File: config.mk
export PLATFORM = sky130hd
export DESIGN_NAME = flow_led
export DESIGN_NICKNAME = d
export VERILOG_FILES = /design/src/hdl/flow_led_pkg.sv /design/src/hdl/uart_rx.sv /design/src/hdl/uart_tx.sv /design/src/hdl/cmd_bridge.sv /design/src/hdl/seg_led_hex595.sv /design/src/hdl/flow_led.sv
export SDC_FILE = /design/constraint.sdc
export NUM_CORES = 1
export LEC_CHECK = 0
export BUFFER_PORTS_ARGS = -buffer_cell sky130_fd_sc_hd__buf_2
export CORE_MARGIN = 5
export CORE_UTILIZATION = 60
export CTS_CLUSTER_DIAMETER = 120
export DETAILED_ROUTE_END_ITERATION = 7
export HOLD_SLACK_MARGIN = 0.03
export PLACE_DENSITY_LB_ADDON = 0.1
export REMOVE_ABC_BUFFERS = 1
export SKIP_LAST_GASP = 1
export SLEW_MARGIN = 20
export SYNTH_ARGS = -nofsm -noshare
export SYNTH_HDL_FRONTEND = slang
export SYNTH_SLANG_ARGS = --single-unit
File: constraint.sdc
create_clock -name sys_clk -period 9.3 [get_ports sys_clk]
set_input_delay 0.93 -clock sys_clk [delete_from_list [all_inputs] [get_ports sys_clk]]
set_output_delay 0.93 -clock sys_clk [all_outputs]
set_load 0.01 [all_outputs]
File: src/hdl/flow_led_pkg.sv
`default_nettype none

package flow_led_pkg;

  localparam int BYTE_W = 8;

  // serial link
  localparam int UART_CLKS_PER_BIT = 434;  // 115200 baud at 50 MHz
  localparam int UART_CNT_W = $clog2(UART_CLKS_PER_BIT);
  localparam int UART_FRAME_W = 10;  // start + 8 data + stop

  // pin banks reached over the link
  localparam int PIN_BANKS = 8;
  localparam int PIN_ADDR_W = 3;

  // seven segment chain behind two 595s
  localparam int SEG_DIGITS = 8;
  localparam int SEG_DIG_W = $clog2(SEG_DIGITS);
  localparam int SEG_BYTES = 4;
  localparam int SEG_WORD_W = 16;  // pattern byte + select byte
  localparam int SEG_BIT_W = $clog2(SEG_WORD_W + 1);
  localparam int SEG_CLK_DIV = 2;  // sys clocks per half period
  localparam int SEG_DIV_W = $clog2(SEG_CLK_DIV + 1);

  typedef logic [BYTE_W-1:0] byte_t;

  typedef logic [PIN_BANKS-1:0][BYTE_W-1:0] pin_bank_t;

  typedef logic [SEG_BYTES-1:0][BYTE_W-1:0] seg_bytes_t;

  // first byte of every command
  typedef struct packed {
    logic                         wr;    // 1 = write, next byte is data
    logic [BYTE_W-PIN_ADDR_W-2:0] rsvd;
    logic [PIN_ADDR_W-1:0]        addr;  // bank number
  } cmd_t;

endpackage

`default_nettype wire

File: src/hdl/uart_rx.sv
`timescale 1ns/100ps
`default_nettype none

module uart_rx import flow_led_pkg::*; (
  input  logic  sys_clk,
  input  logic  rst,
  input  logic  rxd,
  output byte_t rx_data,
  output logic  rx_valid
);

  typedef enum logic [1:0] {
    RX_IDLE,
    RX_START,
    RX_DATA,
    RX_STOP
  } rx_state_t;

  rx_state_t             state;
  logic                  rxd_meta;
  logic                  rxd_sync;
  logic [UART_CNT_W-1:0] clk_cnt;
  logic [2:0]            bit_cnt;
  byte_t                 shift;
  logic                  bit_end;
  logic                  half_end;

  assign bit_end  = (clk_cnt == UART_CNT_W'(UART_CLKS_PER_BIT - 1));
  assign half_end = (clk_cnt == UART_CNT_W'(UART_CLKS_PER_BIT / 2 - 1));

  always_ff @(posedge sys_clk) begin
    if (rst) begin
      rxd_meta <= 1'b1;  // line idles high
      rxd_sync <= 1'b1;
    end else begin
      rxd_meta <= rxd;
      rxd_sync <= rxd_meta;
    end
  end

  always_ff @(posedge sys_clk) begin
    if (rst) begin
      state    <= RX_IDLE;
      clk_cnt  <= '0;
      bit_cnt  <= '0;
      rx_valid <= 1'b0;
    end else begin
      rx_valid <= 1'b0;
      clk_cnt  <= clk_cnt + 1'b1;
      case (state)
        RX_IDLE: begin
          clk_cnt <= '0;
          if (!rxd_sync) begin
            state <= RX_START;  // falling edge seen
          end
        end
        RX_START: begin
          if (half_end) begin
            clk_cnt <= '0;
            bit_cnt <= '0;
            state   <= rxd_sync ? RX_IDLE : RX_DATA;  // high again means a glitch
          end
        end
        RX_DATA: begin
          if (bit_end) begin
            clk_cnt <= '0;
            bit_cnt <= bit_cnt + 1'b1;
            if (bit_cnt == 3'(BYTE_W - 1)) begin
              state <= RX_STOP;
            end
          end
        end
        default: begin
          // mid stop bit, framing error drops the byte
          if (bit_end) begin
            rx_valid <= rxd_sync;
            state    <= RX_IDLE;
          end
        end
      endcase
    end
  end

  always_ff @(posedge sys_clk) begin
    if (state == RX_DATA && bit_end) begin
      shift <= {rxd_sync, shift[BYTE_W-1:1]};  // lsb arrives first
    end
    if (state == RX_STOP && bit_end && rxd_sync) begin
      rx_data <= shift;
    end
  end

endmodule

`default_nettype wire

File: src/hdl/uart_tx.sv
`timescale 1ns/100ps
`default_nettype none

module uart_tx import flow_led_pkg::*; (
  input  logic  sys_clk,
  input  logic  rst,
  input  logic  tx_start,
  input  byte_t tx_data,
  output logic  txd,
  output logic  tx_busy
);

  logic [UART_FRAME_W-1:0] frame;
  logic [UART_CNT_W-1:0]   clk_cnt;
  logic [3:0]              bit_cnt;
  logic                    bit_end;

  assign bit_end = (clk_cnt == UART_CNT_W'(UART_CLKS_PER_BIT - 1));

  // frame fills with ones as it drains, so the line rests high
  assign txd = frame[0];

  always_ff @(posedge sys_clk) begin
    if (rst) begin
      frame   <= '1;
      clk_cnt <= '0;
      bit_cnt <= '0;
      tx_busy <= 1'b0;
    end else if (!tx_busy) begin
      clk_cnt <= '0;
      bit_cnt <= '0;
      if (tx_start) begin
        frame   <= {1'b1, tx_data, 1'b0};  // stop, data, start
        tx_busy <= 1'b1;
      end
    end else if (bit_end) begin
      clk_cnt <= '0;
      bit_cnt <= bit_cnt + 1'b1;
      frame   <= {1'b1, frame[UART_FRAME_W-1:1]};
      if (bit_cnt == 4'(UART_FRAME_W - 1)) begin
        tx_busy <= 1'b0;  // stop bit done
      end
    end else begin
      clk_cnt <= clk_cnt + 1'b1;
    end
  end

endmodule

`default_nettype wire

File: src/hdl/cmd_bridge.sv
`timescale 1ns/100ps
`default_nettype none

module cmd_bridge import flow_led_pkg::*; (
  input  logic      sys_clk,
  input  logic      rst,
  input  byte_t     rx_data,
  input  logic      rx_valid,
  input  logic      tx_busy,
  output logic      tx_start,
  output byte_t     tx_data,
  input  pin_bank_t in_pins,
  output pin_bank_t out_pins,
  output logic      busy
);

  typedef enum logic {
    BR_CMD,
    BR_WDATA
  } br_state_t;

  br_state_t             state;
  cmd_t                  cmd;
  logic [PIN_ADDR_W-1:0] wr_addr;
  logic                  pend_valid;
  byte_t                 pend_data;
  byte_t                 rd_byte;
  logic                  rd_req;
  logic                  tx_free;
  logic                  launch_pend;
  logic                  launch_now;

  assign cmd     = cmd_t'(rx_data);
  assign rd_req  = rx_valid && (state == BR_CMD) && !cmd.wr;
  assign rd_byte = in_pins[cmd.addr];  // sampled in the rx_valid cycle

  // a start already issued counts as busy until the tx sees it
  assign tx_free     = !tx_busy && !tx_start;
  assign launch_pend = pend_valid && tx_free;
  assign launch_now  = rd_req && tx_free && !pend_valid;

  assign busy = (state == BR_WDATA) || pend_valid || tx_start || tx_busy;

  always_ff @(posedge sys_clk) begin
    if (rst) begin
      state    <= BR_CMD;
      out_pins <= '0;
    end else begin
      case (state)
        BR_CMD: begin
          if (rx_valid && cmd.wr) begin
            state <= BR_WDATA;
          end
        end
        default: begin
          if (rx_valid) begin
            out_pins[wr_addr] <= rx_data;
            state             <= BR_CMD;
          end
        end
      endcase
    end
  end

  always_ff @(posedge sys_clk) begin
    if (rx_valid && state == BR_CMD) begin
      wr_addr <= cmd.addr;
    end
  end

  always_ff @(posedge sys_clk) begin
    if (rst) begin
      tx_start   <= 1'b0;
      pend_valid <= 1'b0;
    end else begin
      tx_start <= launch_pend || launch_now;
      if (rd_req && !launch_now) begin
        pend_valid <= 1'b1;  // newest read wins the slot
      end else if (launch_pend) begin
        pend_valid <= 1'b0;
      end
    end
  end

  always_ff @(posedge sys_clk) begin
    if (launch_pend) begin
      tx_data <= pend_data;
    end else if (launch_now) begin
      tx_data <= rd_byte;
    end
    if (rd_req && !launch_now) begin
      pend_data <= rd_byte;
    end
  end

endmodule

`default_nettype wire

File: src/hdl/seg_led_hex595.sv
`timescale 1ns/100ps
`default_nettype none

module seg_led_hex595 import flow_led_pkg::*; (
  input  logic       sys_clk,
  input  logic       rst,
  input  seg_bytes_t seg_data,
  output logic       clk,
  output logic       dat,
  output logic       str
);

  logic [SEG_DIV_W-1:0]        div_cnt;
  logic                        tick;
  logic [SEG_BIT_W-1:0]        bit_cnt;
  logic [SEG_DIG_W-1:0]        digit;
  logic [SEG_DIG_W-1:0]        next_digit;
  logic [SEG_WORD_W-1:0]       shift;
  logic [SEG_BYTES*BYTE_W-1:0] seg_flat;
  logic [3:0]                  nibble;
  byte_t                       seg_pat;
  byte_t                       dig_sel;
  logic                        word_done;
  logic                        first_load;
  logic                        load;

  assign seg_flat   = seg_data;
  assign next_digit = (digit == SEG_DIG_W'(SEG_DIGITS - 1)) ? '0 : digit + 1'b1;
  assign nibble     = seg_flat[{next_digit, 2'b00} +: 4];  // digit 0 is the low nibble
  assign dig_sel    = BYTE_W'(1) << next_digit;

  // bit order {dp,g,f,e,d,c,b,a}, low lights the segment
  always_comb begin
    case (nibble)
      4'h0: seg_pat = 8'hc0;
      4'h1: seg_pat = 8'hf9;
      4'h2: seg_pat = 8'ha4;
      4'h3: seg_pat = 8'hb0;
      4'h4: seg_pat = 8'h99;
      4'h5: seg_pat = 8'h92;
      4'h6: seg_pat = 8'h82;
      4'h7: seg_pat = 8'hf8;
      4'h8: seg_pat = 8'h80;
      4'h9: seg_pat = 8'h90;
      4'ha: seg_pat = 8'h88;
      4'hb: seg_pat = 8'h83;
      4'hc: seg_pat = 8'hc6;
      4'hd: seg_pat = 8'ha1;
      4'he: seg_pat = 8'h86;
      default: seg_pat = 8'h8e;
    endcase
  end

  assign tick       = (div_cnt == SEG_DIV_W'(SEG_CLK_DIV - 1));
  assign word_done  = (bit_cnt == SEG_BIT_W'(SEG_WORD_W - 1));
  assign first_load = (bit_cnt == SEG_BIT_W'(SEG_WORD_W));  // only right after reset
  assign load       = tick && (clk ? word_done : first_load);
  assign dat        = shift[SEG_WORD_W-1];  // msb first

  always_ff @(posedge sys_clk) begin
    if (rst) begin
      div_cnt <= '0;
      clk     <= 1'b0;
      str     <= 1'b0;
      bit_cnt <= SEG_BIT_W'(SEG_WORD_W);
      digit   <= SEG_DIG_W'(SEG_DIGITS - 1);  // wraps to digit 0 on first load
      shift   <= '0;
    end else begin
      div_cnt <= tick ? '0 : div_cnt + 1'b1;
      str     <= tick && clk && word_done;  // latch the finished word, clk now low
      if (tick && !first_load) begin
        clk <= !clk;
      end
      if (load) begin
        bit_cnt <= '0;
        digit   <= next_digit;
        shift   <= {seg_pat, dig_sel};
      end else if (tick && clk) begin
        bit_cnt <= bit_cnt + 1'b1;
        shift   <= {shift[SEG_WORD_W-2:0], 1'b0};  // next bit on the falling edge
      end
    end
  end

endmodule

`default_nettype wire

File: src/hdl/flow_led.sv
`timescale 1ns/100ps
`default_nettype none

module flow_led import flow_led_pkg::*; (
  input  logic      sys_clk,  // 50 MHz board clock
  input  logic      rst,
  input  logic      uart_rx_from_pc,
  input  pin_bank_t in_pins,
  output logic      uart_tx_to_pc,
  output logic      segled_clk,
  output logic      segled_dat,
  output logic      segled_str,
  output logic      led,
  output pin_bank_t out_pins
);

  byte_t      rx_data;
  logic       rx_valid;
  byte_t      tx_data;
  logic       tx_start;
  logic       tx_busy;
  seg_bytes_t seg_data;

  // two input banks low, two output banks high
  assign seg_data = {out_pins[3], out_pins[2], in_pins[1], in_pins[0]};

  uart_rx uart_rx_i (
    .sys_clk  (sys_clk),
    .rst      (rst),
    .rxd      (uart_rx_from_pc),
    .rx_data  (rx_data),
    .rx_valid (rx_valid)
  );

  uart_tx uart_tx_i (
    .sys_clk  (sys_clk),
    .rst      (rst),
    .tx_start (tx_start),
    .tx_data  (tx_data),
    .txd      (uart_tx_to_pc),
    .tx_busy  (tx_busy)
  );

  cmd_bridge cmd_bridge_i (
    .sys_clk  (sys_clk),
    .rst      (rst),
    .rx_data  (rx_data),
    .rx_valid (rx_valid),
    .tx_busy  (tx_busy),
    .tx_start (tx_start),
    .tx_data  (tx_data),
    .in_pins  (in_pins),
    .out_pins (out_pins),
    .busy     (led)  // board led follows bridge busy
  );

  seg_led_hex595 seg_led_hex595_i (
    .sys_clk  (sys_clk),
    .rst      (rst),
    .seg_data (seg_data),
    .clk      (segled_clk),
    .dat      (segled_dat),
    .str      (segled_str)
  );

endmodule

`default_nettype wire

==> impl_metrics.env <==
export IMPL_status="finished, final reports clean"
export IMPL_required_ns=9.60
export IMPL_sequentialPowerShare_pct=45.6
export IMPL_clk_pin_slew_ns=0.06
export IMPL_postCtsSetupBuffers=0
export IMPL_rsz0062_at_grt="no"
export IMPL_drt_wirelength_per_cell_um=17.8
export IMPL_fin_tns_setup_ns=0
export IMPL_crit_path_end_kind="flop"
export IMPL_dp_hpwl_um=12900
export IMPL_cts_resized=0
export IMPL_die_h_um=124
export IMPL_viasPerCell=5.63
export IMPL_fin_area_sq_mm=0.00908
export IMPL_synth_fa_ha_area_share_pct=5.01
export IMPL_netlist_instances=707
export IMPL_grt_max_degree=82
export IMPL_finalMaxSlewViolations=0
export IMPL_synth_top_area_share_pct=34.9
export IMPL_crit_arrival_ns=3.91
export IMPL_p_sw_share_pct=25.7
export IMPL_clock_path_buffers=2
export IMPL_r2r_start="seg_led_hex595_i.digit[0]$_SDFFE_PP1P_"
export IMPL_p_per_area_mw_per_mm2=190
export IMPL_dpl_cell_area_sq_mm=0.00849
export IMPL_gp_congestion=0.832
export IMPL_area_delta_synth_final_pct=17.3
export IMPL_finalCritPeriodShare_pct=38.8
export IMPL_die_x_um=124
export IMPL_yosys_area_top_type="dfxtp_1"
export IMPL_p_int_w=0.00128
export IMPL_hold_class="flop to flop"
export IMPL_peakVddDrop_uv=169
export IMPL_via_count=5682
export IMPL_cp_max_fo=9
export IMPL_leakagePower_nw=3.80
export IMPL_synthTopCellsByCount="dfxtp_1, nor2_1, mux2i_1"
export IMPL_io_pin_count=136
export IMPL_ys_flop_type="dfxtp_1"
export IMPL_drc=0
export IMPL_critical_path_max_stage_delay_ns=0.67
export IMPL_cts_buffers=17
export IMPL_cts_hold_buffers=0
export IMPL_ys_warn_count=0
export IMPL_worstMarginPinSlew_ns=0.914
export IMPL_track_usage_pct=24.0
export IMPL_finalClockSkew_ns=0.00552
export IMPL_tritoncts="yes"
export IMPL_min_period_ns=3.61
export IMPL_synth_most_common_cell="dfxtp_1"
export IMPL_ys_ff_latch=170
export IMPL_port_buffers=135
export IMPL_clock_power_share_pct=40.1
export IMPL_dp_slack_ns=5.74
export IMPL_relSlewSlack_pct=37.3
export IMPL_dieArea_sq_mm=0.0153
export IMPL_setup_viol=0
export IMPL_first_global_vias=5665
export IMPL_fmaxAchievable_mhz=277
export IMPL_synth_xor_area_share_pct=2.49
export IMPL_overflow=0
export IMPL_firstDrtPassIters=7
export IMPL_drive_gt1_share_pct=26.7
export IMPL_antenna_left=0
export IMPL_fillers=902
export IMPL_drt_wl_total_um=18000
export IMPL_ys_async_sr_fraction_pct=0
export IMPL_clock_latency_ns=0.43
export IMPL_num_rows=41
export IMPL_cpMaxStageDelayCell="mux4_1"
export IMPL_syn_area_sq_mm=0.00775
export IMPL_yosys_mux_area_fraction_pct=21.4
export IMPL_nets=919
export IMPL_coreArea_sq_mm=0.0126
export IMPL_worstHoldStart="uart_rx_i.rxd_meta$_SDFF_PP1_"
export IMPL_hold_violations=0
export IMPL_p_comb_share_pct=14.3
export IMPL_synth_avg_cell_area_sq_um=11.0
export IMPL_grt_pass1_wl_um=28100
export IMPL_cp_start_kind="flop"
export IMPL_initial_utilization_pct=61.4
export IMPL_drv_cap=0
export IMPL_seq_area_frac_synth_pct=48.5
export IMPL_antenna_found_initial=2
export IMPL_p_sw_w=0.000442
export IMPL_critical_path_class="flop to flop"
export IMPL_hold_slack_ns=0.410
export IMPL_p_total_w=0.00172
export IMPL_synth_edf_count=35
export IMPL_cts_max_level=4
export IMPL_cp_cell_sequence="inv_1, ha_1, mux4_1, mux2i_1, inv_1, ha_1, mux2_2, a221oi_1, nor4_1"
export IMPL_synth_simple_area_share_pct=14.8
export IMPL_drtIter0Drc=410
export IMPL_synth_cell_types=58
export IMPL_synth_area_top_cells="dfxtp_1, edfxtp_1, mux2i_1"
export IMPL_synth_top_family_by_area="multiplexers"
export IMPL_root_buffer="clkbuf_16"
export IMPL_setup_ws_ns=5.69
export IMPL_cts_sinks=170
export IMPL_synth_compound_area_share_pct=4.47
export IMPL_crit_start="seg_led_hex595_i.digit[0]$_SDFFE_PP1P_"
layer usage:
metal / global-route usage, % / share of wire, %
met3: 5.54 / 5.8
met2: 41.0 / 50
met1: 29.2 / 42
met5: 0 / 0
met4: 9.69 / 2.3
layout make-up:
type                    count  area [sq um]  share of cell area (%)
multi-input cells         472          3730                    41.1
repair buffers            139           708                    7.80
clock inverters             9          86.3                   0.950
flip-flops and latches    170          3750                    41.3
diodes                      3          7.51                  0.0826
inverters                  21          78.8                   0.868
clock buffers              23           499                    5.50
well taps                 172           215                    2.37
path summary, 6_finish.rpt:
check                                             to  slack [ns]  cells after the start
max          seg_led_hex595_i.shift[14]$_SDFFE_PP0P_        5.69                      9
min reg2reg            uart_rx_i.rxd_sync$_SDFF_PP1_        0.41                      1
max reg2reg  seg_led_hex595_i.shift[14]$_SDFFE_PP0P_        5.69                      9
min                    uart_rx_i.rxd_sync$_SDFF_PP1_        0.41                      1
power by group through the flow:
| stage | clock (W) | sequential [W] | combinational, W |
|---|---|---|---|
| after floorplan | 0 | 0.000798 | 0.000175 |
| after global placement | 0 | 0.000799 | 0.000228 |
| after detailed placement | 0 | 0.000800 | 0.000242 |
| after CTS | 0.000699 | 0.000784 | 0.000244 |
| after global routing | 0.000732 | 0.000787 | 0.000273 |
| final | 0.000691 | 0.000785 | 0.000247 |
worst max-delay path: cells and delay by family, from the launching register on:
family / cells / cell delay, ns
mux: 3 / 1.45
fa+ha+maj: 2 / 0.85
flops: 1 / 0.50
buf+inv: 2 / 0.32
compound gates: 1 / 0.29
simple gates: 1 / 0.07
layout by cell type (no fill, tap or decap), drive strengths merged, types with 4 or more instances in the layout:
| cell type | n |
|---|---|
| buf | 139 |
| dfxtp | 135 |
| nor2 | 128 |
| mux2i | 81 |
| edfxtp | 35 |
| ha | 31 |
| mux2 | 24 |
| mux4 | 24 |
| nand2 | 23 |
| clkbuf | 23 |
| inv | 22 |
| nor3 | 19 |
| nand3 | 17 |
| nand2b | 11 |
| xor2 | 11 |
| xnor2 | 11 |
| a21oi | 8 |
| and3 | 7 |
| clkinv | 7 |
| nor2b | 6 |
| a311oi | 6 |
| o21ai | 6 |
| nor4 | 5 |
| o21a | 4 |
| nand3b | 4 |
| or3 | 4 |
| a211oi | 4 |
cells by family (layout without fill, tap and decap cells):
kind of cell | after synthesis | count (layout)
compound gates | 47 | 47
xor+xnor | 22 | 22
fa+ha+maj | 31 | 31
buf+inv | 65 | 192
flops | 170 | 170
mux | 129 | 129
other cells | 0 | 3
simple gates | 243 | 243
sequential cells by signal, summed over array words and instances, names as in the netlist, 2 cells and up:
signal and flops:
uart_rx_i.shift 8, uart_rx_i.rx_data 8, uart_tx_i.clk_cnt 9, uart_rx_i.bit_cnt 3, seg_led_hex595_i.digit 3, uart_rx_i.clk_cnt 9
seg_led_hex595_i.bit_cnt 5, seg_led_hex595_i.div_cnt 2, cmd_bridge_i.tx_data 8, seg_led_hex595_i.shift 16, cmd_bridge_i.pend_data 8, uart_rx_i.state 2
uart_tx_i.frame 9, uart_tx_i.bit_cnt 4, cmd_bridge_i.wr_addr 3, cmd_bridge_i.out_pins 64
per-stage QoR:
step                      cells  util, %
after floorplan             663        -
after global placement      974     67.3
after detailed placement    974     67.3
after CTS                  1006     71.9
after global routing       1008     72.0
final                      1009     72.0
(Power assumes the default switching activity.)
